===== src/design/video_pkg.sv =====
`default_nettype none

package video_pkg;

    // ----------------------------------------------------------------------
    // Line geometry and pixel pacing
    // ----------------------------------------------------------------------

    // 28 pixels per chunk, two 40-column bytes doubled
    localparam int CHUNK_PIXELS  = 28;
    localparam int NUM_CHUNKS    = 20;
    localparam int LINE_PIXELS   = 560;
    localparam int VISIBLE_LINES = 192;
    // One pixel every 4 clocks
    localparam int PIX_GAP       = 4;

    // Memory port latencies in clocks
    localparam int VRAM_LATENCY  = 3;
    localparam int ROM_LATENCY   = 2;

    // Bus and data widths
    localparam int VRAM_AW       = 16;
    localparam int VRAM_DW       = 32;
    localparam int ROM_AW        = 10;
    localparam int COLOR_W       = 4;
    localparam int RGB_W         = 18;

    // Standard 16-color palette as RGB444, indexed by color nibble
    localparam logic [11:0] PALETTE [0:15] = '{
        12'h000, 12'h924, 12'h42a, 12'hd4e,
        12'h064, 12'h888, 12'h39e, 12'hcbf,
        12'h450, 12'hc73, 12'h888, 12'hfac,
        12'h3c2, 12'hcd6, 12'h7ec, 12'hfff
    };

    // ----------------------------------------------------------------------
    // Shared enums
    // ----------------------------------------------------------------------

    typedef enum logic [1:0] {
        LINE_TEXT40,
        LINE_LORES40,
        LINE_HIRES40
    } line_kind_e;

    // Chunk fetcher FSM steps
    typedef enum logic [2:0] {
        FE_IDLE,
        FE_READ,
        FE_WAIT,
        FE_GLYPH0,
        FE_GLYPH1,
        FE_FULL
    } fetch_state_e;

endpackage

`default_nettype wire


===== src/design/video_ifs.sv =====
`timescale 1ns/1ps
`default_nettype none

// Per-scanline setup, sent once at the start of each visible line
interface line_if
    import video_pkg::*;
();
    logic               start;
    line_kind_e         kind;
    logic [VRAM_AW-1:0] line_base;
    logic [7:0]         row;
    logic               monochrome;
    logic [COLOR_W-1:0] text_color;
    logic [COLOR_W-1:0] bg_color;

    modport producer (
        output start, kind, line_base, row, monochrome, text_color, bg_color
    );
    modport consumer (
        input start, kind, line_base, row, monochrome, text_color, bg_color
    );
endinterface

// One expanded 28-pixel chunk, valid/take handshake
interface chunk_if
    import video_pkg::*;
();
    logic                    valid;
    logic                    take;
    logic [CHUNK_PIXELS-1:0] bits;
    // Lores nibble for the left half of the chunk
    logic [COLOR_W-1:0]      color;

    modport producer (output valid, bits, color, input take);
    modport consumer (input valid, bits, color, output take);
endinterface

`default_nettype wire


===== src/design/video_mode_regs.sv =====
`timescale 1ns/1ps
`default_nettype none

module video_mode_regs
    import video_pkg::*;
(
    input  logic               a2bus_if,
    input  logic               rst_i,
    input  logic               text_mode_i,
    input  logic               hires_mode_i,
    input  logic               mixed_mode_i,
    input  logic               page2_i,
    input  logic               monochrome_i,
    input  logic [COLOR_W-1:0] text_color_i,
    input  logic [COLOR_W-1:0] background_color_i,
    input  logic [8:0]         scanline_i,
    input  logic               hsync_i,
    input  logic               vsync_i,
    output logic               fb_vsync_o,
    line_if.producer           line_o
);

    // Frame-latched soft switches
    logic               text_r;
    logic               hires_r;
    logic               mixed_r;
    logic               page2_r;
    logic               mono_r;
    logic [COLOR_W-1:0] text_color_r;
    logic [COLOR_W-1:0] bg_color_r;

    logic [7:0]         row_w;
    logic               visible_w;
    logic               text_line_w;
    line_kind_e         kind_w;
    logic [VRAM_AW-1:0] row_offset_w;
    logic [VRAM_AW-1:0] base_w;

    assign row_w     = scanline_i[7:0];
    assign visible_w = scanline_i < 9'(VISIBLE_LINES);

    // Rows 160..191 have bits 7 and 5 set, the mixed-mode text window
    assign text_line_w = text_r | (mixed_r & row_w[7] & row_w[5]);

    always_comb begin
        if (text_line_w)
            kind_w = LINE_TEXT40;
        else if (hires_r)
            kind_w = LINE_HIRES40;
        else
            kind_w = LINE_LORES40;
    end

    // Interleaved row offset, 128 per row group plus 40 per third of screen
    assign row_offset_w = VRAM_AW'({row_w[5:3], 7'd0})
                        + VRAM_AW'({row_w[7:6], 5'd0})
                        + VRAM_AW'({row_w[7:6], 3'd0});

    always_comb begin
        if (kind_w == LINE_HIRES40)
            // Hires adds 1K per scanline within the text row
            base_w = (page2_r ? 16'h4000 : 16'h2000)
                   + VRAM_AW'({row_w[2:0], 10'd0}) + row_offset_w;
        else
            base_w = (page2_r ? 16'h0800 : 16'h0400) + row_offset_w;
    end

    // ----------------------------------------------------------------------
    // Mode latch, vsync echo and line start
    // ----------------------------------------------------------------------

    always_ff @(posedge a2bus_if) begin
        if (rst_i) begin
            text_r        <= 1'b1;
            hires_r       <= 1'b0;
            mixed_r       <= 1'b0;
            page2_r       <= 1'b0;
            mono_r        <= 1'b0;
            text_color_r  <= 4'hf;
            bg_color_r    <= 4'h0;
            fb_vsync_o    <= 1'b0;
            line_o.start  <= 1'b0;
        end else begin
            fb_vsync_o   <= vsync_i;
            line_o.start <= hsync_i & visible_w;
            if (vsync_i) begin
                text_r       <= text_mode_i;
                hires_r      <= hires_mode_i;
                mixed_r      <= mixed_mode_i;
                page2_r      <= page2_i;
                mono_r       <= monochrome_i;
                text_color_r <= text_color_i;
                bg_color_r   <= background_color_i;
            end
        end
    end

    // Line setup, held until the next visible hsync
    always_ff @(posedge a2bus_if) begin
        if (hsync_i && visible_w) begin
            line_o.kind       <= kind_w;
            line_o.line_base  <= base_w;
            line_o.row        <= row_w;
            line_o.monochrome <= mono_r;
            line_o.text_color <= text_color_r;
            line_o.bg_color   <= bg_color_r;
        end
    end

endmodule

`default_nettype wire


===== src/design/chunk_fetcher.sv =====
`timescale 1ns/1ps
`default_nettype none

module chunk_fetcher
    import video_pkg::*;
(
    input  logic               a2bus_if,
    input  logic               rst_i,
    line_if.consumer           line_i,
    output logic [VRAM_AW-1:0] video_address_o,
    output logic               video_rd_o,
    input  logic [VRAM_DW-1:0] video_data_i,
    output logic [ROM_AW-1:0]  char_rom_addr_o,
    input  logic [7:0]         char_rom_data_i,
    chunk_if.producer          chunk_o
);

    fetch_state_e            state_r;
    logic [4:0]              chunk_r;
    // Shared latency counter for VRAM and glyph waits
    logic [1:0]              wait_r;
    logic [VRAM_DW-1:0]      data_r;
    logic [CHUNK_PIXELS-1:0] bits_r;
    logic [COLOR_W-1:0]      color_r;
    logic [7:0]              glyph_char_w;

    // Each 40-column pixel is shown twice
    function automatic logic [13:0] double7(input logic [6:0] b);
        logic [13:0] d;
        for (int i = 0; i < 7; i++) begin
            d[2*i]   = b[i];
            d[2*i+1] = b[i];
        end
        return d;
    endfunction

    // Lores block, low nibble on the upper half of the text row
    function automatic logic [3:0] lores_nibble(input logic [7:0] b, input logic lower);
        return lower ? b[7:4] : b[3:0];
    endfunction

    // ----------------------------------------------------------------------
    // Memory ports
    // ----------------------------------------------------------------------

    // Chunk c sits at word line_base + 2c
    assign video_rd_o      = (state_r == FE_READ);
    assign video_address_o = line_i.line_base + {{(VRAM_AW-6){1'b0}}, chunk_r, 1'b0};

    // Left character first, right character while its data is in flight
    assign glyph_char_w    = (state_r == FE_GLYPH0) ? data_r[7:0] : data_r[23:16];
    assign char_rom_addr_o = {glyph_char_w[7], glyph_char_w[5:0], line_i.row[2:0]};

    assign chunk_o.valid = (state_r == FE_FULL);
    assign chunk_o.bits  = bits_r;
    assign chunk_o.color = color_r;

    // ----------------------------------------------------------------------
    // Fetch FSM
    // ----------------------------------------------------------------------

    always_ff @(posedge a2bus_if) begin
        if (rst_i) begin
            state_r <= FE_IDLE;
            chunk_r <= 5'd0;
            wait_r  <= 2'd0;
        end else if (line_i.start) begin
            state_r <= FE_READ;
            chunk_r <= 5'd0;
        end else begin
            case (state_r)
                FE_IDLE: ;
                FE_READ: begin
                    wait_r  <= 2'(VRAM_LATENCY - 1);
                    state_r <= FE_WAIT;
                end
                FE_WAIT: begin
                    if (wait_r == 2'd0)
                        state_r <= (line_i.kind == LINE_TEXT40) ? FE_GLYPH0 : FE_FULL;
                    else
                        wait_r <= wait_r - 2'd1;
                end
                FE_GLYPH0: begin
                    wait_r  <= 2'(ROM_LATENCY);
                    state_r <= FE_GLYPH1;
                end
                FE_GLYPH1: begin
                    if (wait_r == 2'd0)
                        state_r <= FE_FULL;
                    else
                        wait_r <= wait_r - 2'd1;
                end
                FE_FULL: begin
                    // Stop after the last chunk of the line
                    if (chunk_o.take) begin
                        if (chunk_r == 5'(NUM_CHUNKS - 1)) begin
                            state_r <= FE_IDLE;
                        end else begin
                            chunk_r <= chunk_r + 5'd1;
                            state_r <= FE_READ;
                        end
                    end
                end
                default: state_r <= FE_IDLE;
            endcase
        end
    end

    // Chunk expansion
    always_ff @(posedge a2bus_if) begin
        if (state_r == FE_WAIT && wait_r == 2'd0) begin
            data_r  <= video_data_i;
            color_r <= '0;
            case (line_i.kind)
                LINE_HIRES40:
                    // Bit 7 of each byte is not displayed
                    bits_r <= {double7(video_data_i[22:16]), double7(video_data_i[6:0])};
                LINE_LORES40: begin
                    color_r <= lores_nibble(video_data_i[7:0], line_i.row[2]);
                    bits_r  <= {{(CHUNK_PIXELS-4){1'b0}},
                                lores_nibble(video_data_i[23:16], line_i.row[2])};
                end
                default: ;
            endcase
        end
        // Glyph bytes arrive one cycle apart
        if (state_r == FE_GLYPH1 && wait_r == 2'd1)
            bits_r[13:0] <= double7(char_rom_data_i[6:0]);
        if (state_r == FE_GLYPH1 && wait_r == 2'd0)
            bits_r[27:14] <= double7(char_rom_data_i[6:0]);
    end

endmodule

`default_nettype wire


===== src/design/pixel_serializer.sv =====
`timescale 1ns/1ps
`default_nettype none

module pixel_serializer
    import video_pkg::*;
(
    input  logic             a2bus_if,
    input  logic             rst_i,
    line_if.consumer         line_i,
    chunk_if.consumer        chunk_i,
    output logic             fb_we_o,
    output logic [RGB_W-1:0] fb_data_o
);

    typedef enum logic {
        SER_IDLE,
        SER_ACTIVE
    } ser_state_e;

    ser_state_e              state_r;
    // Shifter holds pixels of the current chunk, first pixel in bit 0
    logic                    full_r;
    logic [CHUNK_PIXELS-1:0] shift_r;
    logic [4:0]              pos_r;
    logic [1:0]              gap_r;
    logic [9:0]              pix_cnt_r;
    // Lores nibbles for the two halves
    logic [COLOR_W-1:0]      color0_r;
    logic [COLOR_W-1:0]      color1_r;

    logic                    emit_w;
    logic [COLOR_W-1:0]      pix_color_w;
    logic [11:0]             pix_rgb_w;

    // Pixel slot once every PIX_GAP cycles, skipped while the shifter is empty
    assign emit_w = (state_r == SER_ACTIVE) && full_r && (gap_r == 2'd0);

    // Refill as soon as the last pixel has left
    assign chunk_i.take = (state_r == SER_ACTIVE) && !full_r && chunk_i.valid;

    // ----------------------------------------------------------------------
    // Color select and palette lookup
    // ----------------------------------------------------------------------

    always_comb begin
        if (line_i.monochrome || line_i.kind == LINE_HIRES40)
            pix_color_w = shift_r[0] ? 4'hf : 4'h0;
        else if (line_i.kind == LINE_LORES40)
            pix_color_w = (pos_r < 5'(CHUNK_PIXELS / 2)) ? color0_r : color1_r;
        else
            pix_color_w = shift_r[0] ? line_i.text_color : line_i.bg_color;
    end

    assign pix_rgb_w = PALETTE[pix_color_w];

    // ----------------------------------------------------------------------
    // Line control
    // ----------------------------------------------------------------------

    always_ff @(posedge a2bus_if) begin
        if (rst_i) begin
            state_r   <= SER_IDLE;
            full_r    <= 1'b0;
            pos_r     <= 5'd0;
            gap_r     <= 2'd0;
            pix_cnt_r <= 10'd0;
            fb_we_o   <= 1'b0;
        end else begin
            fb_we_o <= emit_w;
            if (line_i.start) begin
                state_r   <= SER_ACTIVE;
                full_r    <= 1'b0;
                gap_r     <= 2'd0;
                pix_cnt_r <= 10'd0;
            end else if (state_r == SER_ACTIVE) begin
                // Free-running gap keeps writes on a 4-cycle grid
                gap_r <= (gap_r == 2'(PIX_GAP - 1)) ? 2'd0 : gap_r + 2'd1;
                if (chunk_i.take) begin
                    full_r <= 1'b1;
                    pos_r  <= 5'd0;
                end
                if (emit_w) begin
                    pos_r     <= pos_r + 5'd1;
                    pix_cnt_r <= pix_cnt_r + 10'd1;
                    if (pos_r == 5'(CHUNK_PIXELS - 1))
                        full_r <= 1'b0;
                    // Line done after the last write
                    if (pix_cnt_r == 10'(LINE_PIXELS - 1)) begin
                        state_r <= SER_IDLE;
                        full_r  <= 1'b0;
                    end
                end
            end
        end
    end

    // Shifter and output data
    always_ff @(posedge a2bus_if) begin
        if (chunk_i.take) begin
            shift_r  <= chunk_i.bits;
            color0_r <= chunk_i.color;
            color1_r <= chunk_i.bits[3:0];
        end else if (emit_w) begin
            shift_r <= shift_r >> 1;
        end
        // RGB444 widened to RGB666, low two bits of each channel zero
        if (emit_w)
            fb_data_o <= {pix_rgb_w[11:8], 2'b00, pix_rgb_w[7:4], 2'b00,
                          pix_rgb_w[3:0], 2'b00};
    end

endmodule

`default_nettype wire


===== src/design/apple_video_fb.sv =====
`timescale 1ns/1ps
`default_nettype none

module apple_video_fb
    import video_pkg::*;
(
    input  logic               a2bus_if,
    input  logic               rst_i,
    input  logic               text_mode_i,
    input  logic               hires_mode_i,
    input  logic               mixed_mode_i,
    input  logic               page2_i,
    input  logic               monochrome_i,
    input  logic [COLOR_W-1:0] text_color_i,
    input  logic [COLOR_W-1:0] background_color_i,
    input  logic [8:0]         scanline_i,
    input  logic               hsync_i,
    input  logic               vsync_i,
    output logic [VRAM_AW-1:0] video_address_o,
    output logic               video_rd_o,
    input  logic [VRAM_DW-1:0] video_data_i,
    output logic [ROM_AW-1:0]  char_rom_addr_o,
    input  logic [7:0]         char_rom_data_i,
    output logic               fb_we_o,
    output logic [RGB_W-1:0]   fb_data_o,
    output logic               fb_vsync_o
);

    // Line setup from the mode latch, chunks from fetcher to serializer
    line_if  line_bus ();
    chunk_if chunk_bus ();

    video_mode_regs video_mode_regs_inst (
        .a2bus_if           (a2bus_if),
        .rst_i              (rst_i),
        .text_mode_i        (text_mode_i),
        .hires_mode_i       (hires_mode_i),
        .mixed_mode_i       (mixed_mode_i),
        .page2_i            (page2_i),
        .monochrome_i       (monochrome_i),
        .text_color_i       (text_color_i),
        .background_color_i (background_color_i),
        .scanline_i         (scanline_i),
        .hsync_i            (hsync_i),
        .vsync_i            (vsync_i),
        .fb_vsync_o         (fb_vsync_o),
        .line_o             (line_bus.producer)
    );

    chunk_fetcher chunk_fetcher_inst (
        .a2bus_if        (a2bus_if),
        .rst_i           (rst_i),
        .line_i          (line_bus.consumer),
        .video_address_o (video_address_o),
        .video_rd_o      (video_rd_o),
        .video_data_i    (video_data_i),
        .char_rom_addr_o (char_rom_addr_o),
        .char_rom_data_i (char_rom_data_i),
        .chunk_o         (chunk_bus.producer)
    );

    pixel_serializer pixel_serializer_inst (
        .a2bus_if  (a2bus_if),
        .rst_i     (rst_i),
        .line_i    (line_bus.consumer),
        .chunk_i   (chunk_bus.consumer),
        .fb_we_o   (fb_we_o),
        .fb_data_o (fb_data_o)
    );

endmodule

`default_nettype wire


===== config.mk =====
export PLATFORM = sky130hd
export DESIGN_NAME = apple_video_fb
export DESIGN_NICKNAME = d
export VERILOG_FILES = /design/src/design/video_pkg.sv /design/src/design/video_ifs.sv /design/src/design/video_mode_regs.sv /design/src/design/chunk_fetcher.sv /design/src/design/pixel_serializer.sv /design/src/design/apple_video_fb.sv
export SDC_FILE = /design/constraint.sdc
export NUM_CORES = 1
export LEC_CHECK = 0
export ABC_CLOCK_PERIOD_IN_PS = 2800
export BUFFER_PORTS_ARGS = -buffer_cell sky130_fd_sc_hd__buf_4
export CAP_MARGIN = 20
export CORE_UTILIZATION = 51
export CTS_CLUSTER_SIZE = 14
export DETAILED_ROUTE_END_ITERATION = 8
export PLACE_DENSITY = 0.82
export SYNTH_ARGS = -nofsm -noshare
export SYNTH_HDL_FRONTEND = slang
export SYNTH_SLANG_ARGS = --single-unit

===== constraint.sdc =====
create_clock -name a2bus_if -period 2.8 [get_ports a2bus_if]
set_input_delay 0.56 -clock a2bus_if [delete_from_list [all_inputs] [get_ports a2bus_if]]
set_output_delay 0.56 -clock a2bus_if [all_outputs]
set_load 0.05 [all_outputs]

### After elaboration in Yosys (flattened, before gate mapping)

Memory sizes are Yosys's and may differ from the RTL's. A register that Yosys moved wholly into a read port is not among the register bits.
Index checks and enable logic that the tools add are counted.

* flip-flop bits (word level): 167
* memory bits (read-only): 192
* memories: 1

Memory list
* (name not given): words 16, bits a word 12, read ports 1, clocked after memory_dff 1, wr ports 0, RTL line pixel_serializer.sv:54 `assign pix_rgb_w = PALETTE[pix_color_w];`

* $add $sub $neg: 11
* bitwise operators: 8
* equal/unequal tests: 21
* reductions and logical operators: 31
* multiplexer cells: 39
* $lt $le $gt $ge: 2

Operators by type and width (count)
* 28-bit 2-to-1 mux: 3
* 28-bit one-hot mux with 2 select lines: 1
* 16-bit adder: 2
* 14-bit 2-to-1 mux: 2
* 4-bit 2-to-1 mux: 7
* 3-bit one-hot mux with 6 select lines: 1
* 15-bit by 13-bit adder with 16-bit output: 1
* 16-bit by 5-bit adder with 16-bit output: 1
* 16-bit by 6-bit adder with 16-bit output: 1
* 16-bit 2-to-1 mux: 1
* 15-bit 2-to-1 mux: 1
* 12-bit 2-to-1 mux: 1
* 3-bit 2-to-1 mux: 4
* 10-bit by 7-bit adder with 11-bit output: 1
* 10-bit by 1-bit adder with 10-bit output (second input constant): 1
* 5-bit by 1-bit adder with 5-bit output (second input constant): 2
* 10-bit equality test (second input constant): 1
* 5-bit equality test (second input constant): 2
* 1-bit 2-to-1 mux: 10
* 5-bit 2-to-1 mux: 2
* 9-bit by 8-bit less-than comparator with 1-bit output (second input constant): 1
* 3-bit AND reduction: 3
* 1-bit logical AND: 8
* 2-bit 2-to-1 mux: 4
* other kinds (27): 51

### Depth between registers and ports, before layout

Gate-level depths: netlist (run 1).

* depth after elaboration: 7
* gate-level depth with buffers: 11
* gate-level depth less buffers: 11

### Cells and area by module

A second synthesis (run 1) with hierarchy kept.

* cells, all modules: 687
* area total of the unflattened synthesis: 7434.6 um^2

By module, submodules not included
* pixel_serializer: sequential area each 1841.8 um^2, cells each 351, times used 1, area each 3485.8 um^2
* chunk_fetcher: sequential area each 1221.2 um^2, cells each 243, times used 1, area each 2542.4 um^2
* video_mode_regs: sequential area each 1021.0 um^2, cells each 93, times used 1, area each 1406.3 um^2

### Worst setup path before layout (run 1)

Ideal clock, no wire load.

* path kind: reg-to-output
* start: register chunk_fetcher_inst.chunk_r[2]
* end: output port video_address_o[15]
* arrival: 2.434 ns
* setup slack: -0.194 ns
* data required time: 2.240 ns
* cell stages (with the launch flop): 6
* cells stage by stage: dfxtp_1 -> ha_1 -> fa_1 -> a21o_1 -> nand2_1 -> nor4_1

* cells in the longest elaborated chain, start to end: 1

RTL lines
* start, declared: RTL line chunk_fetcher.sv:19 `logic [4:0] chunk_r;`
* start signal, assigned: RTL line chunk_fetcher.sv:99 `chunk_r <= chunk_r + 5'd1;`
* 16-bit by 6-bit adder with 16-bit output: RTL line chunk_fetcher.sv:48 `assign video_address_o = line_i.line_base + {{(VRAM_AW-6){1'b0}}, chunk_r, 1'b0};`
* end, declared: RTL line apple_video_fb.sv:19 `output logic [VRAM_AW-1:0] video_address_o,`

No other way between the ends.

### Worst setup path in the final report (run 1)

* start: register video_mode_regs_inst.line_o.line_base[6]
* end: output port video_address_o[13]

* cells in the longest elaborated chain, start to end: 1

RTL lines
* start, declared: RTL line video_ifs.sv:17 `output start, kind, line_base, row, monochrome, text_color, bg_color`
* start signal, assigned: RTL line video_mode_regs.sv:102 `line_o.line_base <= base_w;`
* 16-bit by 6-bit adder with 16-bit output: RTL line chunk_fetcher.sv:48

No other way between the ends.

==> key figures, run 1 <==
Outcome
  • Status: finished clean

Final layout
  • Sequential cell area: 4090 um^2
  • Area Overhead vs Synth: 22.0%
  • Ant diodes: 0
  • Final Util: 0.640
  • Fillers: between 900 and 1000
  • Share of cells above drive strength 1: 0.241
  • Area taken by multi-input logic gates: 2730 um^2
  • Nets: 813

Power and ir drop
  • Pleak: around 3.4 nW
  • Pwr/cell area: 603 nW/um^2
  • Worst vdd ir: 0.628 mV

Min path
  • Min-delay src: scanline_i[3]
  • Hold crit path type: primary input to flop
  • Hold Path End: video_mode_regs_inst.line_o.line_base[7]
  • Hold path cells: 1

Route
  • Post-Route WL: 14300 um
  • Routed via count: 4885
  • Final ANT Viol Nets: 0
  • Number of DRC markers in iteration 0: 401
  • WL/cell: approximately 16 um
  • Vias per cell: 5.34
  • Drt first pass iters: 5
  • DRC: 0

Logic synthesis
  • Main combinational cell family by area after synthesis: simple AND/OR/NAND/NOR gates
  • FF+latch count, synth: 151
  • Top_reg_cell synth: edfxtp_1
  • Yosys top cell area share: 0.456
  • Post-Synth Simple-Gate Area: 0.164
  • Distinct cell type count after synthesis: 65
  • Cell Area, Synth: 6970 um^2
  • Number of synthesized flops with an enable pin: 106
  • Multiplexer share of the synthesized area: 0.0538
  • Mapped Avg Cell Area: 11.1 um^2
  • Mapped Cells: 628
  • Post-Synth XOR/XNOR Area: 0.0264
  • Async set or reset register ratio after synthesis: 0
  • Synth warn: 0
  • Compound-Gate Fraction of Synth Area: 0.0929
  • Seq/Total Area, Yosys: 0.586
  • Yosys top cell by area: edfxtp_1
  • Synth area leaders: edfxtp_1 (46%), dfxtp_1 (13%), nand2_1 (6.7%)
  • Adder-cell area share of the yosys netlist: 0.0388

STA
  • Setup Skew: 0.00606 ns
  • Slew @ Worst Pin: about 0.57 ns
  • Slew Viols, Final: 0
  • Rel. slew slack: 0.618
  • Fin crit period: 2.72 ns
  • Tcrit/Tclk final: 0.973
  • Fmax: 367 MHz
  • Hold Vio Cnt, Final: 0
  • Final setup violating endpoints: 0
  • RSZ-0062 raised after global routing: yes
  • Worst hold slack: 0.309 ns

Setup path
  • Crit path arrival time: 2.16 ns
  • Reg-to-reg endpoint: pixel_serializer_inst.fb_data_o[4]
  • Cell family with most CP delay: flip-flops
  • Critical path class: flop to primary output
  • Worst setup SP type: flop
  • Worst Reg-to-Reg Cells: 10
  • CP max FO: 4
  • R2r startpoint: video_mode_regs_inst.line_o.kind[0]
  • Crit path largest cell delay: 0.43 ns
  • Crit-path cells: buf_4 > fa_2 > a21o_1 > nand2_2 > nor2_2 > nand3_2 > xnor2_2 > buf_6
  • Slowest stage cell, crit path: edfxtp_1
  • Buf/Inv on CP: 2
  • Data required time of the critical path: 2.24 ns
  • CP endpoint kind: primary output
  • Register-to-register setup slack: 0.23 ns

Floorplanning
  • Starting Density: 0.525
  • I/O pin cnt: 113
  • Core Area: between 10000 and 15000 um^2
  • Die Wd: 119 um
  • Die height: 119 um
  • Die area: 14100 um^2
  • Row Count: 42

GRT
  • Total track usage: 0.215
  • Initial antenna violation count: 0
  • Vias in the first global route: 4907
  • Largest net degree at the start of global routing: 31
  • Grt total ovfl: 0
  • First-pass GRT wire length: 23500 um

Placed design
  • Placer Congestion: roughly 0.83
  • Final HPWL DP: a little under 10000 um
  • PortBufs: slightly below 90

Clocking
  • CTS Sinks: 151
  • Root buffer cell: clkbuf_16
  • Clk_lat worst skew: 0.43 ns
  • H-tree depth: 4
  • CTS tree: done
  • CTS Buf Count: 17
  • CTS max path bufs: 2
  • Clk pin slew, worst setup/hold paths: 0.06 ns

Run
  • Max Cap Viol: 0
## worst register-to-register path, delay by kind of cell, from the launching register on
| kind | cells | cell delay [ns] |
|---|---|---|
| AOI/OAI and AO/OA | 5 | 1.16 |
| adders and majority gates | 2 | 0.46 |
| DFF | 1 | 0.36 |
| and+or+nand+nor | 2 | 0.36 |
| buffers and inverters | 1 | 0.07 |
## through the flow
step           area [um^2]  worst slack (ns)  setup TNS [ns]  std cells  total power [mW]
2_1_floorplan         7010            0.0842               0        634              2.76
6_report              8510            0.0754               0        915              5.13
3_5_place_dp          7810            0.0964               0        878              2.89
5_1_grt               8510           -0.0299         -0.0736        915              5.28
4_1_cts               8440            0.0136               0        912              5.14
3_3_place_gp          7810             0.304               0        878              2.88
## per-layer routing
layer	vias to the layer above	share of wire	track usage
met1	2304	0.42	0.260
met4	0	0.015	0.0878
li1	2390	-	-
met3	20	0.059	0.0603
met2	171	0.50	0.361
met5	-	0	0
## layout make-up
class                      count  area share
timing repair buffer         108      0.0957
multi-input combinational    430       0.321
clock inverter                13      0.0182
sequential                   151       0.480
inverter                      18     0.00794
tap                          176      0.0259
clock buffer                  19      0.0509
## power breakdown
part           total (mW)  leakage (nW)  internal (mW)  switching, mW
Clock                2.27         0.286           1.39          0.876
Sequential           2.46          1.33           2.43         0.0313
Combinational       0.395          1.83          0.158          0.236
Total                5.13          3.45           3.98           1.14
## cell usage after synthesis, drive strengths merged, types with 12 or more instances
cell type and count:
nand2 125, a21oi 21, dfxtp 45, buf 19, mux2i 24, clkbuf 16, edfxtp 106, xor2 13
ha 20, inv 16, o21ai 23, nor2 63, nor2b 12
## worst max path at each step
stage,start,to,slack [ns],depth (start not counted)
4_1_cts,video_mode_regs_inst.line_o.line_base[5],video_address_o[13],0.01,8
3_5_place_dp,video_mode_regs_inst.line_o.kind[0],pixel_serializer_inst.fb_data_o[4],0.1,10
3_3_place_gp,video_mode_regs_inst.line_o.kind[0],pixel_serializer_inst.fb_data_o[4],0.30,10
2_1_floorplan,video_mode_regs_inst.line_o.line_base[6],video_address_o[14],0.08,6
6_report,video_mode_regs_inst.line_o.line_base[6],video_address_o[13],0.08,8
5_1_grt,video_mode_regs_inst.line_o.line_base[6],video_address_o[10],-0.03,7
## placed cells by master (no fill, tap or decap), types with 12 or more instances in the layout
| master | netlist | routed |
|---|---|---|
| edfxtp_1 | 106 | 106 |
| mux2i_1 | 23 | 23 |
| a21oi_1 | 21 | 20 |
| ha_1 | 20 | 18 |
| dfxtp_1 | 45 | 43 |
| xor2_1 | 13 | 13 |
| buf_4 | 11 | 107 |
| nor2b_1 | 12 | 12 |
| inv_1 | 16 | 16 |
| nor2_1 | 63 | 61 |
| o21ai_0 | 21 | 21 |
| clkbuf_16 | 0 | 17 |
| nand2_1 | 124 | 123 |
## sequential cells by signal, summed over array words and instances (netlist names), 2 cells and up
name and cells:
chunk_fetcher_inst.chunk_o.bits 16, chunk_fetcher_inst.state_r 3, video_mode_regs_inst.line_o.line_base 10, video_mode_regs_inst.line_o.text_color 4, pixel_serializer_inst.color0_r 4, pixel_serializer_inst.pos_r 5
video_mode_regs_inst.text_color_r 4, chunk_fetcher_inst.wait_r 2, pixel_serializer_inst.fb_data_o 12, chunk_fetcher_inst.data_r 14, chunk_fetcher_inst.chunk_o.color 4, chunk_fetcher_inst.chunk_r 5
video_mode_regs_inst.line_o.row 3, video_mode_regs_inst.line_o.kind 2, pixel_serializer_inst.gap_r 2, pixel_serializer_inst.pix_cnt_r 10, pixel_serializer_inst.shift_r 28, pixel_serializer_inst.color1_r 4
video_mode_regs_inst.line_o.bg_color 4, video_mode_regs_inst.bg_color_r 4
## kinds of logic after synthesis
kind of cell / Yosys count
adder cells (fa/ha/maj): 21
AND/OR/NAND/NOR: 258
other: 1
multiplexers: 35
AO/OA/AOI/OAI: 88
flip-flops: 151
XOR/XNOR: 21
buffers and inverters: 53
## what timing repair did
action	CTS	global route
hold buffers	0	0
resized for setup	6	9
buffers inserted	2	3
endpoints found under the setup margin	6	7
pin swaps	2	4
Power figures use the tool's default switching activity.
==> run 2, diff against run 1 <==
Settings changed: PLACE_DENSITY 0.82 to 0.87.
==> key figures, run 2 (synthesis results as in run 1) <==
Final layout
  • Post-Layout Cell Count: 913 (was 915)
  • Most frequent cells in the layout: nand2_1 (123), edfxtp_1 (106), buf_4 (105), nor2_1 (61), dfxtp_1 (43) (was nand2_1 (123), buf_4 (107), edfxtp_1 (106), nor2_1 (61), dfxtp_1 (43))
  • Commonest non-fill, non-tap cell in the layout: nand2_1 (unchanged)
  • Max reg flops: 28 (unchanged)
  • Share of cells above drive strength 1: 0.237 (was 0.241)
  • Largest register by flop count: pixel_serializer_inst.shift_r (unchanged)
  • Final Cell Area: 8560 um^2 (was 8510 um^2)
  • Area Overhead vs Synth: 22.8% (was 22.0%)
  • Final Util: 0.644 (was 0.640)
  • Ant diodes: 0 (unchanged)
  • Nets: 811 (was 813)

Power and ir drop
  • Part of the power in registers: 0.460 (was 0.480)
  • Combinational power share: 0.074 (was 0.077)
  • Worst vdd ir: 0.506 mV (was 0.628 mV)
  • P_int: 4.23 mW (was 3.98 mW)
  • Sw Ratio: 0.210 (was 0.223)
  • Clock Power Share: 0.467 (was 0.443)
  • Pleak: 3.46 nW (was 3.45 nW)
  • Sw Pwr: 1.13 mW (was 1.14 mW)
  • Power, Total: 5.36 mW (was 5.13 mW)
  • Pwr/cell area: 626 nW/um^2 (was 603 nW/um^2)

Setup path
  • R2r startpoint: video_mode_regs_inst.line_o.kind[0] (unchanged)
  • Crit path arrival time: 2.21 ns (was 2.16 ns)
  • Worst Reg-to-Reg Cells: 10 (unchanged)
  • Worst setup SP type: flop (unchanged)
  • CP max FO: 4 (unchanged)
  • Reg-to-reg endpoint: pixel_serializer_inst.fb_data_o[9] (was pixel_serializer_inst.fb_data_o[4])
  • Data required time of the critical path: 2.24 ns (about the same)
  • Register-to-register setup slack: 0.24 ns (was 0.23 ns)
  • Critical path class: flop to primary output (unchanged)
  • CP endpoint kind: primary output (unchanged)

Clocking
  • CTS max path bufs: 2 (unchanged)
  • CTS tree: done (unchanged)
  • CTS Buf Count: 17 (unchanged)
  • Root buffer cell: clkbuf_16 (unchanged)
  • H-tree depth: 4 (unchanged)
  • Clk_lat worst skew: 0.43 ns (about the same)
  • CTS Sinks: 151 (unchanged)
  • Clk pin slew, worst setup/hold paths: 0.06 ns (about the same)

Placed design
  • PortBufs: 88 (unchanged)
  • Place WS: 0.147 ns (was 0.0964 ns)
  • Placer Congestion: 0.838 (was 0.829)
  • Post-DP Area: 7820 um^2 (was 7810 um^2)
  • Final HPWL DP: 10400 um (was 9860 um)
  • Cells after DPL: 879 (was 878)

GRT
  • Vias in the first global route: 4927 (was 4907)
  • Grt total ovfl: 0 (unchanged)
  • Largest net degree at the start of global routing: 31 (unchanged)
  • Initial antenna violation count: 0 (unchanged)
  • Total track usage: 0.218 (was 0.215)
  • First-pass GRT wire length: 24000 um (was 23500 um)

Run
  • Max Cap Viol: 0 (unchanged)

Floorplanning
  • I/O pin cnt: 113 (unchanged)
  • Core Area: 13300 um^2 (unchanged)
  • Starting Density: 0.525 (unchanged)
  • Die height: 119 um (unchanged)
  • Die area: 14100 um^2 (unchanged)
  • Row Count: 42 (unchanged)
  • Die Wd: 119 um (unchanged)

Route
  • Vias per cell: 5.48 (was 5.34)
  • Routed via count: 5001 (was 4885)
  • WL/cell: 16.2 um (was 15.6 um)
  • Number of DRC markers in iteration 0: 362 (was 401)
  • Drt first pass iters: 5 (unchanged)
  • Post-Route WL: 14800 um (was 14300 um)
  • DRC: 0 (unchanged)
  • Final ANT Viol Nets: 0 (unchanged)

STA
  • Final setup violating endpoints: 0 (unchanged)
  • Worst hold slack: 0.311 ns (was 0.309 ns)
  • Hold Vio Cnt, Final: 0 (unchanged)
  • Tcrit/Tclk final: 0.990 (was 0.973)
  • Fmax: 361 MHz (was 367 MHz)
  • Rel. slew slack: 0.549 (was 0.618)
  • Fin crit period: 2.77 ns (was 2.72 ns)
  • Slew @ Worst Pin: 0.676 ns (was 0.565 ns)
  • Slew Viols, Final: 0 (unchanged)
  • Setup Skew: 0.00670 ns (was 0.00606 ns)
  • Setup TNS: 0 ns (unchanged)
  • Fin worst setup slack: 0.0289 ns (was 0.0754 ns)

Min path
  • Min-delay src: scanline_i[3] (unchanged)
  • Hold path cells: 1 (unchanged)
  • Hold Path End: video_mode_regs_inst.line_o.line_base[7] (unchanged)
  • Hold crit path type: primary input to flop (unchanged)

Outcome
  • Status: finished clean (unchanged)
## run 2: cell types whose count changed in the layout (fill, tap and decap cells not counted), sizes merged
| cell | previous run | this run |
|---|---|---|
| clkinv | 10 | 5 |
| clkbuf | 19 | 23 |
| buf | 108 | 106 |
| bufinv | 3 | 5 |
| inv | 17 | 16 |
## run 2: power groups by stage
stage               sequential [mW]  combinational [mW]  clock (mW)
floorplan                      2.51               0.248           0
global placement               2.51               0.368           0
detailed placement             2.51               0.384           0
CTS                            2.46               0.391        2.52
global route                   2.47               0.425        2.61
finish                         2.47               0.395        2.50
## run 2: final cells by class
class / instances / area (um^2)
timing repair buffer: 106 / 800
clock buffer: 23 / 478
clock inverter: 9 / 170
multi-input combinational: 430 / 2740
inverter: 18 / 67.6
fill: 944 / 4730
tap: 176 / 220
sequential: 151 / 4090
## run 2: how the worst max path moves through the flow
stage	startpoint	endpoint	cells past startpoint
detailed placement	video_mode_regs_inst.line_o.kind[1]	pixel_serializer_inst.fb_data_o[4]	9
CTS	video_mode_regs_inst.line_o.line_base[5]	video_address_o[13]	8
global route	video_mode_regs_inst.line_o.line_base[6]	video_address_o[10]	7
finish	video_mode_regs_inst.line_o.line_base[5]	video_address_o[13]	8
global placement	video_mode_regs_inst.line_o.kind[0]	pixel_serializer_inst.fb_data_o[4]	10
floorplan	video_mode_regs_inst.line_o.line_base[6]	video_address_o[14]	6
## run 2: timing repair
| action | 4_1_cts | 5_1_grt |
|---|---|---|
| gates resized for setup | 3 | 14 |
| endpoints found under the setup margin | 6 | 6 |
| buffers inserted | 2 | 0 |
| pin swaps | 1 | 3 |
| hold buffers | 0 | 0 |
| cloned | 0 | 0 |
## run 2: worst max-delay path, stage by stage, from the launching register on
cell and delay [ns]:
edfxtp_1 0.45, buf_4 0.18, ha_4 0.27, a21o_1 0.15
nand2_4 0.08, nor2_4 0.12, nand3_2 0.11, xnor2_2 0.23
buf_6 0.19
## run 2: per-layer routing
layer / share of wire / GRT usage / vias to the layer above / wire length (um)
met4: 0.027 / 0.105 / 0 / 398
met1: 0.42 / 0.262 / 2384 / 6220
li1: - / - / 2382 / -
met2: 0.50 / 0.371 / 199 / 7430
met3: 0.051 / 0.0474 / 36 / 761
met5: 0 / 0 / - / 0
==> run 3, diff against run 2 <==
Settings changed: ABC_CLOCK_PERIOD_IN_PS 2800 to 2400.
Clock period 2.8 ns to 2.4 ns, I/O delays scaled along.
==> key figures, run 3 (synthesis results as in run 1) <==
Route
  • WL/cell: 17.2 um (was 16.2 um)
  • DRC: 0 (unchanged)
  • Post-Route WL: 16000 um (was 14800 um)
  • Vias per cell: 5.53 (was 5.48)
  • Drt first pass iters: 5 (unchanged)
  • Number of DRC markers in iteration 0: 358 (was 362)
  • Routed via count: 5163 (was 5001)
  • Final ANT Viol Nets: 0 (unchanged)

Final layout
  • Largest register by flop count: pixel_serializer_inst.shift_r (unchanged)
  • Area taken by multi-input logic gates: 2900 um^2 (was 2740 um^2)
  • Nets: 831 (was 811)
  • Share of cells above drive strength 1: 0.293 (was 0.237)
  • Max reg flops: 28 (unchanged)
  • Commonest non-fill, non-tap cell in the layout: nand2_1 (unchanged)
  • Most frequent cells in the layout: nand2_1 (123), buf_4 (114), edfxtp_1 (106), nor2_1 (58), dfxtp_1 (43) (was nand2_1 (123), edfxtp_1 (106), buf_4 (105), nor2_1 (61), dfxtp_1 (43))
  • Final Util: 0.666 (was 0.644)
  • Sequential cell area: 4090 um^2 (unchanged)
  • Area Overhead vs Synth: 26.9% (was 22.8%)
  • Fillers: 887 (was 944)
  • Ant diodes: 0 (unchanged)

Clocking
  • Clk pin slew, worst setup/hold paths: 0.06 ns (about the same)
  • CTS Buf Count: 17 (unchanged)
  • H-tree depth: 4 (unchanged)
  • Root buffer cell: clkbuf_16 (unchanged)
  • CTS max path bufs: 2 (unchanged)
  • CTS Sinks: 151 (unchanged)
  • Clk_lat worst skew: 0.42 ns (was 0.43 ns)
  • CTS tree: done (unchanged)

Power and ir drop
  • Pleak: 3.60 nW (was 3.46 nW)
  • Worst vdd ir: 0.701 mV (was 0.506 mV)
  • Power, Total: 5.95 mW (was 5.36 mW)
  • Pwr/cell area: 672 nW/um^2 (was 626 nW/um^2)

Floorplanning
  • Die Wd: 119 um (unchanged)
  • Die height: 119 um (unchanged)
  • Die area: 14100 um^2 (unchanged)
  • Core Area: 13300 um^2 (unchanged)
  • Row Count: 42 (unchanged)
  • I/O pin cnt: 113 (unchanged)
  • Starting Density: 0.525 (unchanged)

Placed design
  • Final HPWL DP: 10200 um (was 10400 um)
  • Placer Congestion: 0.849 (was 0.838)
  • PortBufs: 88 (unchanged)
  • Place WS: -0.136 ns (was 0.147 ns)

STA
  • Tcrit/Tclk final: 1.16
  • Hold Vio Cnt, Final: 0 (unchanged)
  • Fmax: 360 MHz
  • Setup Skew: 0.00768 ns (was 0.00670 ns)
  • Fin worst setup slack: -0.377 ns (was 0.0289 ns)
  • Slew @ Worst Pin: 0.579 ns (was 0.676 ns)
  • RSZ-0062 raised after global routing: yes
  • Final setup violating endpoints: 11 (was 0)
  • Slew Viols, Final: 0 (unchanged)
  • Fin crit period: 2.78 ns
  • Rel. slew slack: 0.611 (was 0.549)

Setup path
  • Crit path arrival time: 2.30 ns (was 2.21 ns)
  • Worst setup SP type: flop (unchanged)
  • Critical path class: flop to primary output (unchanged)
  • CP max FO: 3 (was 4)
  • CP endpoint kind: primary output (unchanged)
  • Data required time of the critical path: 1.92 ns (was 2.24 ns)

GRT
  • Largest net degree at the start of global routing: 29 (was 31)
  • Grt total ovfl: 0 (unchanged)
  • Vias in the first global route: 5009 (was 4927)
  • First-pass GRT wire length: 24500 um (was 24000 um)
  • Initial antenna violation count: 0 (unchanged)
  • Total track usage: 0.224 (was 0.218)

Run
  • Max Cap Viol: 0 (unchanged)

Min path
  • Hold crit path type: primary input to flop (unchanged)

Outcome
  • Status: finished with violations (was finished clean)
  • Failing checks: negative setup slack
==> run 3: final cells by class <==
cell class              instances  area share
repair buffers                126       0.113
multi-input cells             430       0.327
inverters                      18     0.00763
clock buffers                  23      0.0588
clock inverters                 9     0.00679
flip-flops and latches        151       0.462
well taps                     176      0.0249
==> run 3: through the flow <==
stage / cell area (um^2) / hold WS, ns / setup TNS, ns / std cells
6_report: 8850 / 0.239 / -2.59 / 933
5_1_grt: 8850 / 0.224 / -3.29 / 933
4_1_cts: 8680 / 0.221 / -1.64 / 930
3_5_place_dp: 7940 / 0.413 / -0.282 / 889
3_3_place_gp: 7940 / 0.405 / -0.0349 / 889
2_1_floorplan: 7060 / 0.400 / -0.378 / 634
==> run 3: worst max-delay path, cell delays in order (launching register included) <==
cell and delay, ns:
edfxtp_1 0.45, ha_4 0.20, fa_2 0.36, a21o_1 0.21, nand2_2 0.10, buf_6 0.12, buf_4 0.12, xnor2_2 0.13
buf_6 0.19
==> run 3: what timing repair did <==
item                                    CTS  global route
pin swaps                                 9            10
setup buffers                             9             3
endpoints found under the setup margin   23            27
resized for setup                        28            28
hold buffers                              0             0
==> run 3: worst paths after layout <==
path	to	slack [ns]	depth (start not counted)	start
worst max register to register	pixel_serializer_inst.fb_data_o[4]	0.07	11	pixel_serializer_inst.shift_r[0]
worst min register to register	video_mode_regs_inst.line_o.text_color[1]	0.42	0	video_mode_regs_inst.text_color_r[1]
worst max-delay path	video_address_o[7]	-0.38	8	video_mode_regs_inst.line_o.line_base[5]
worst min-delay path	video_mode_regs_inst.line_o.line_base[7]	0.24	1	scanline_i[3]
==> run 3: report_power, final <==
group          internal [mW]  switching, mW
Sequential              2.84         0.0413
Clock                   1.53           1.04
Combinational          0.209          0.296
==> run 3: routing by layer <==
metal  global-route usage  up-vias  routed length [um]
li1                     -     2420                   -
met1                0.271     2459                6320
met2                0.374      235                8080
met3               0.0445       49                 989
met4                0.124        0                 611
met5                    0        -                   0
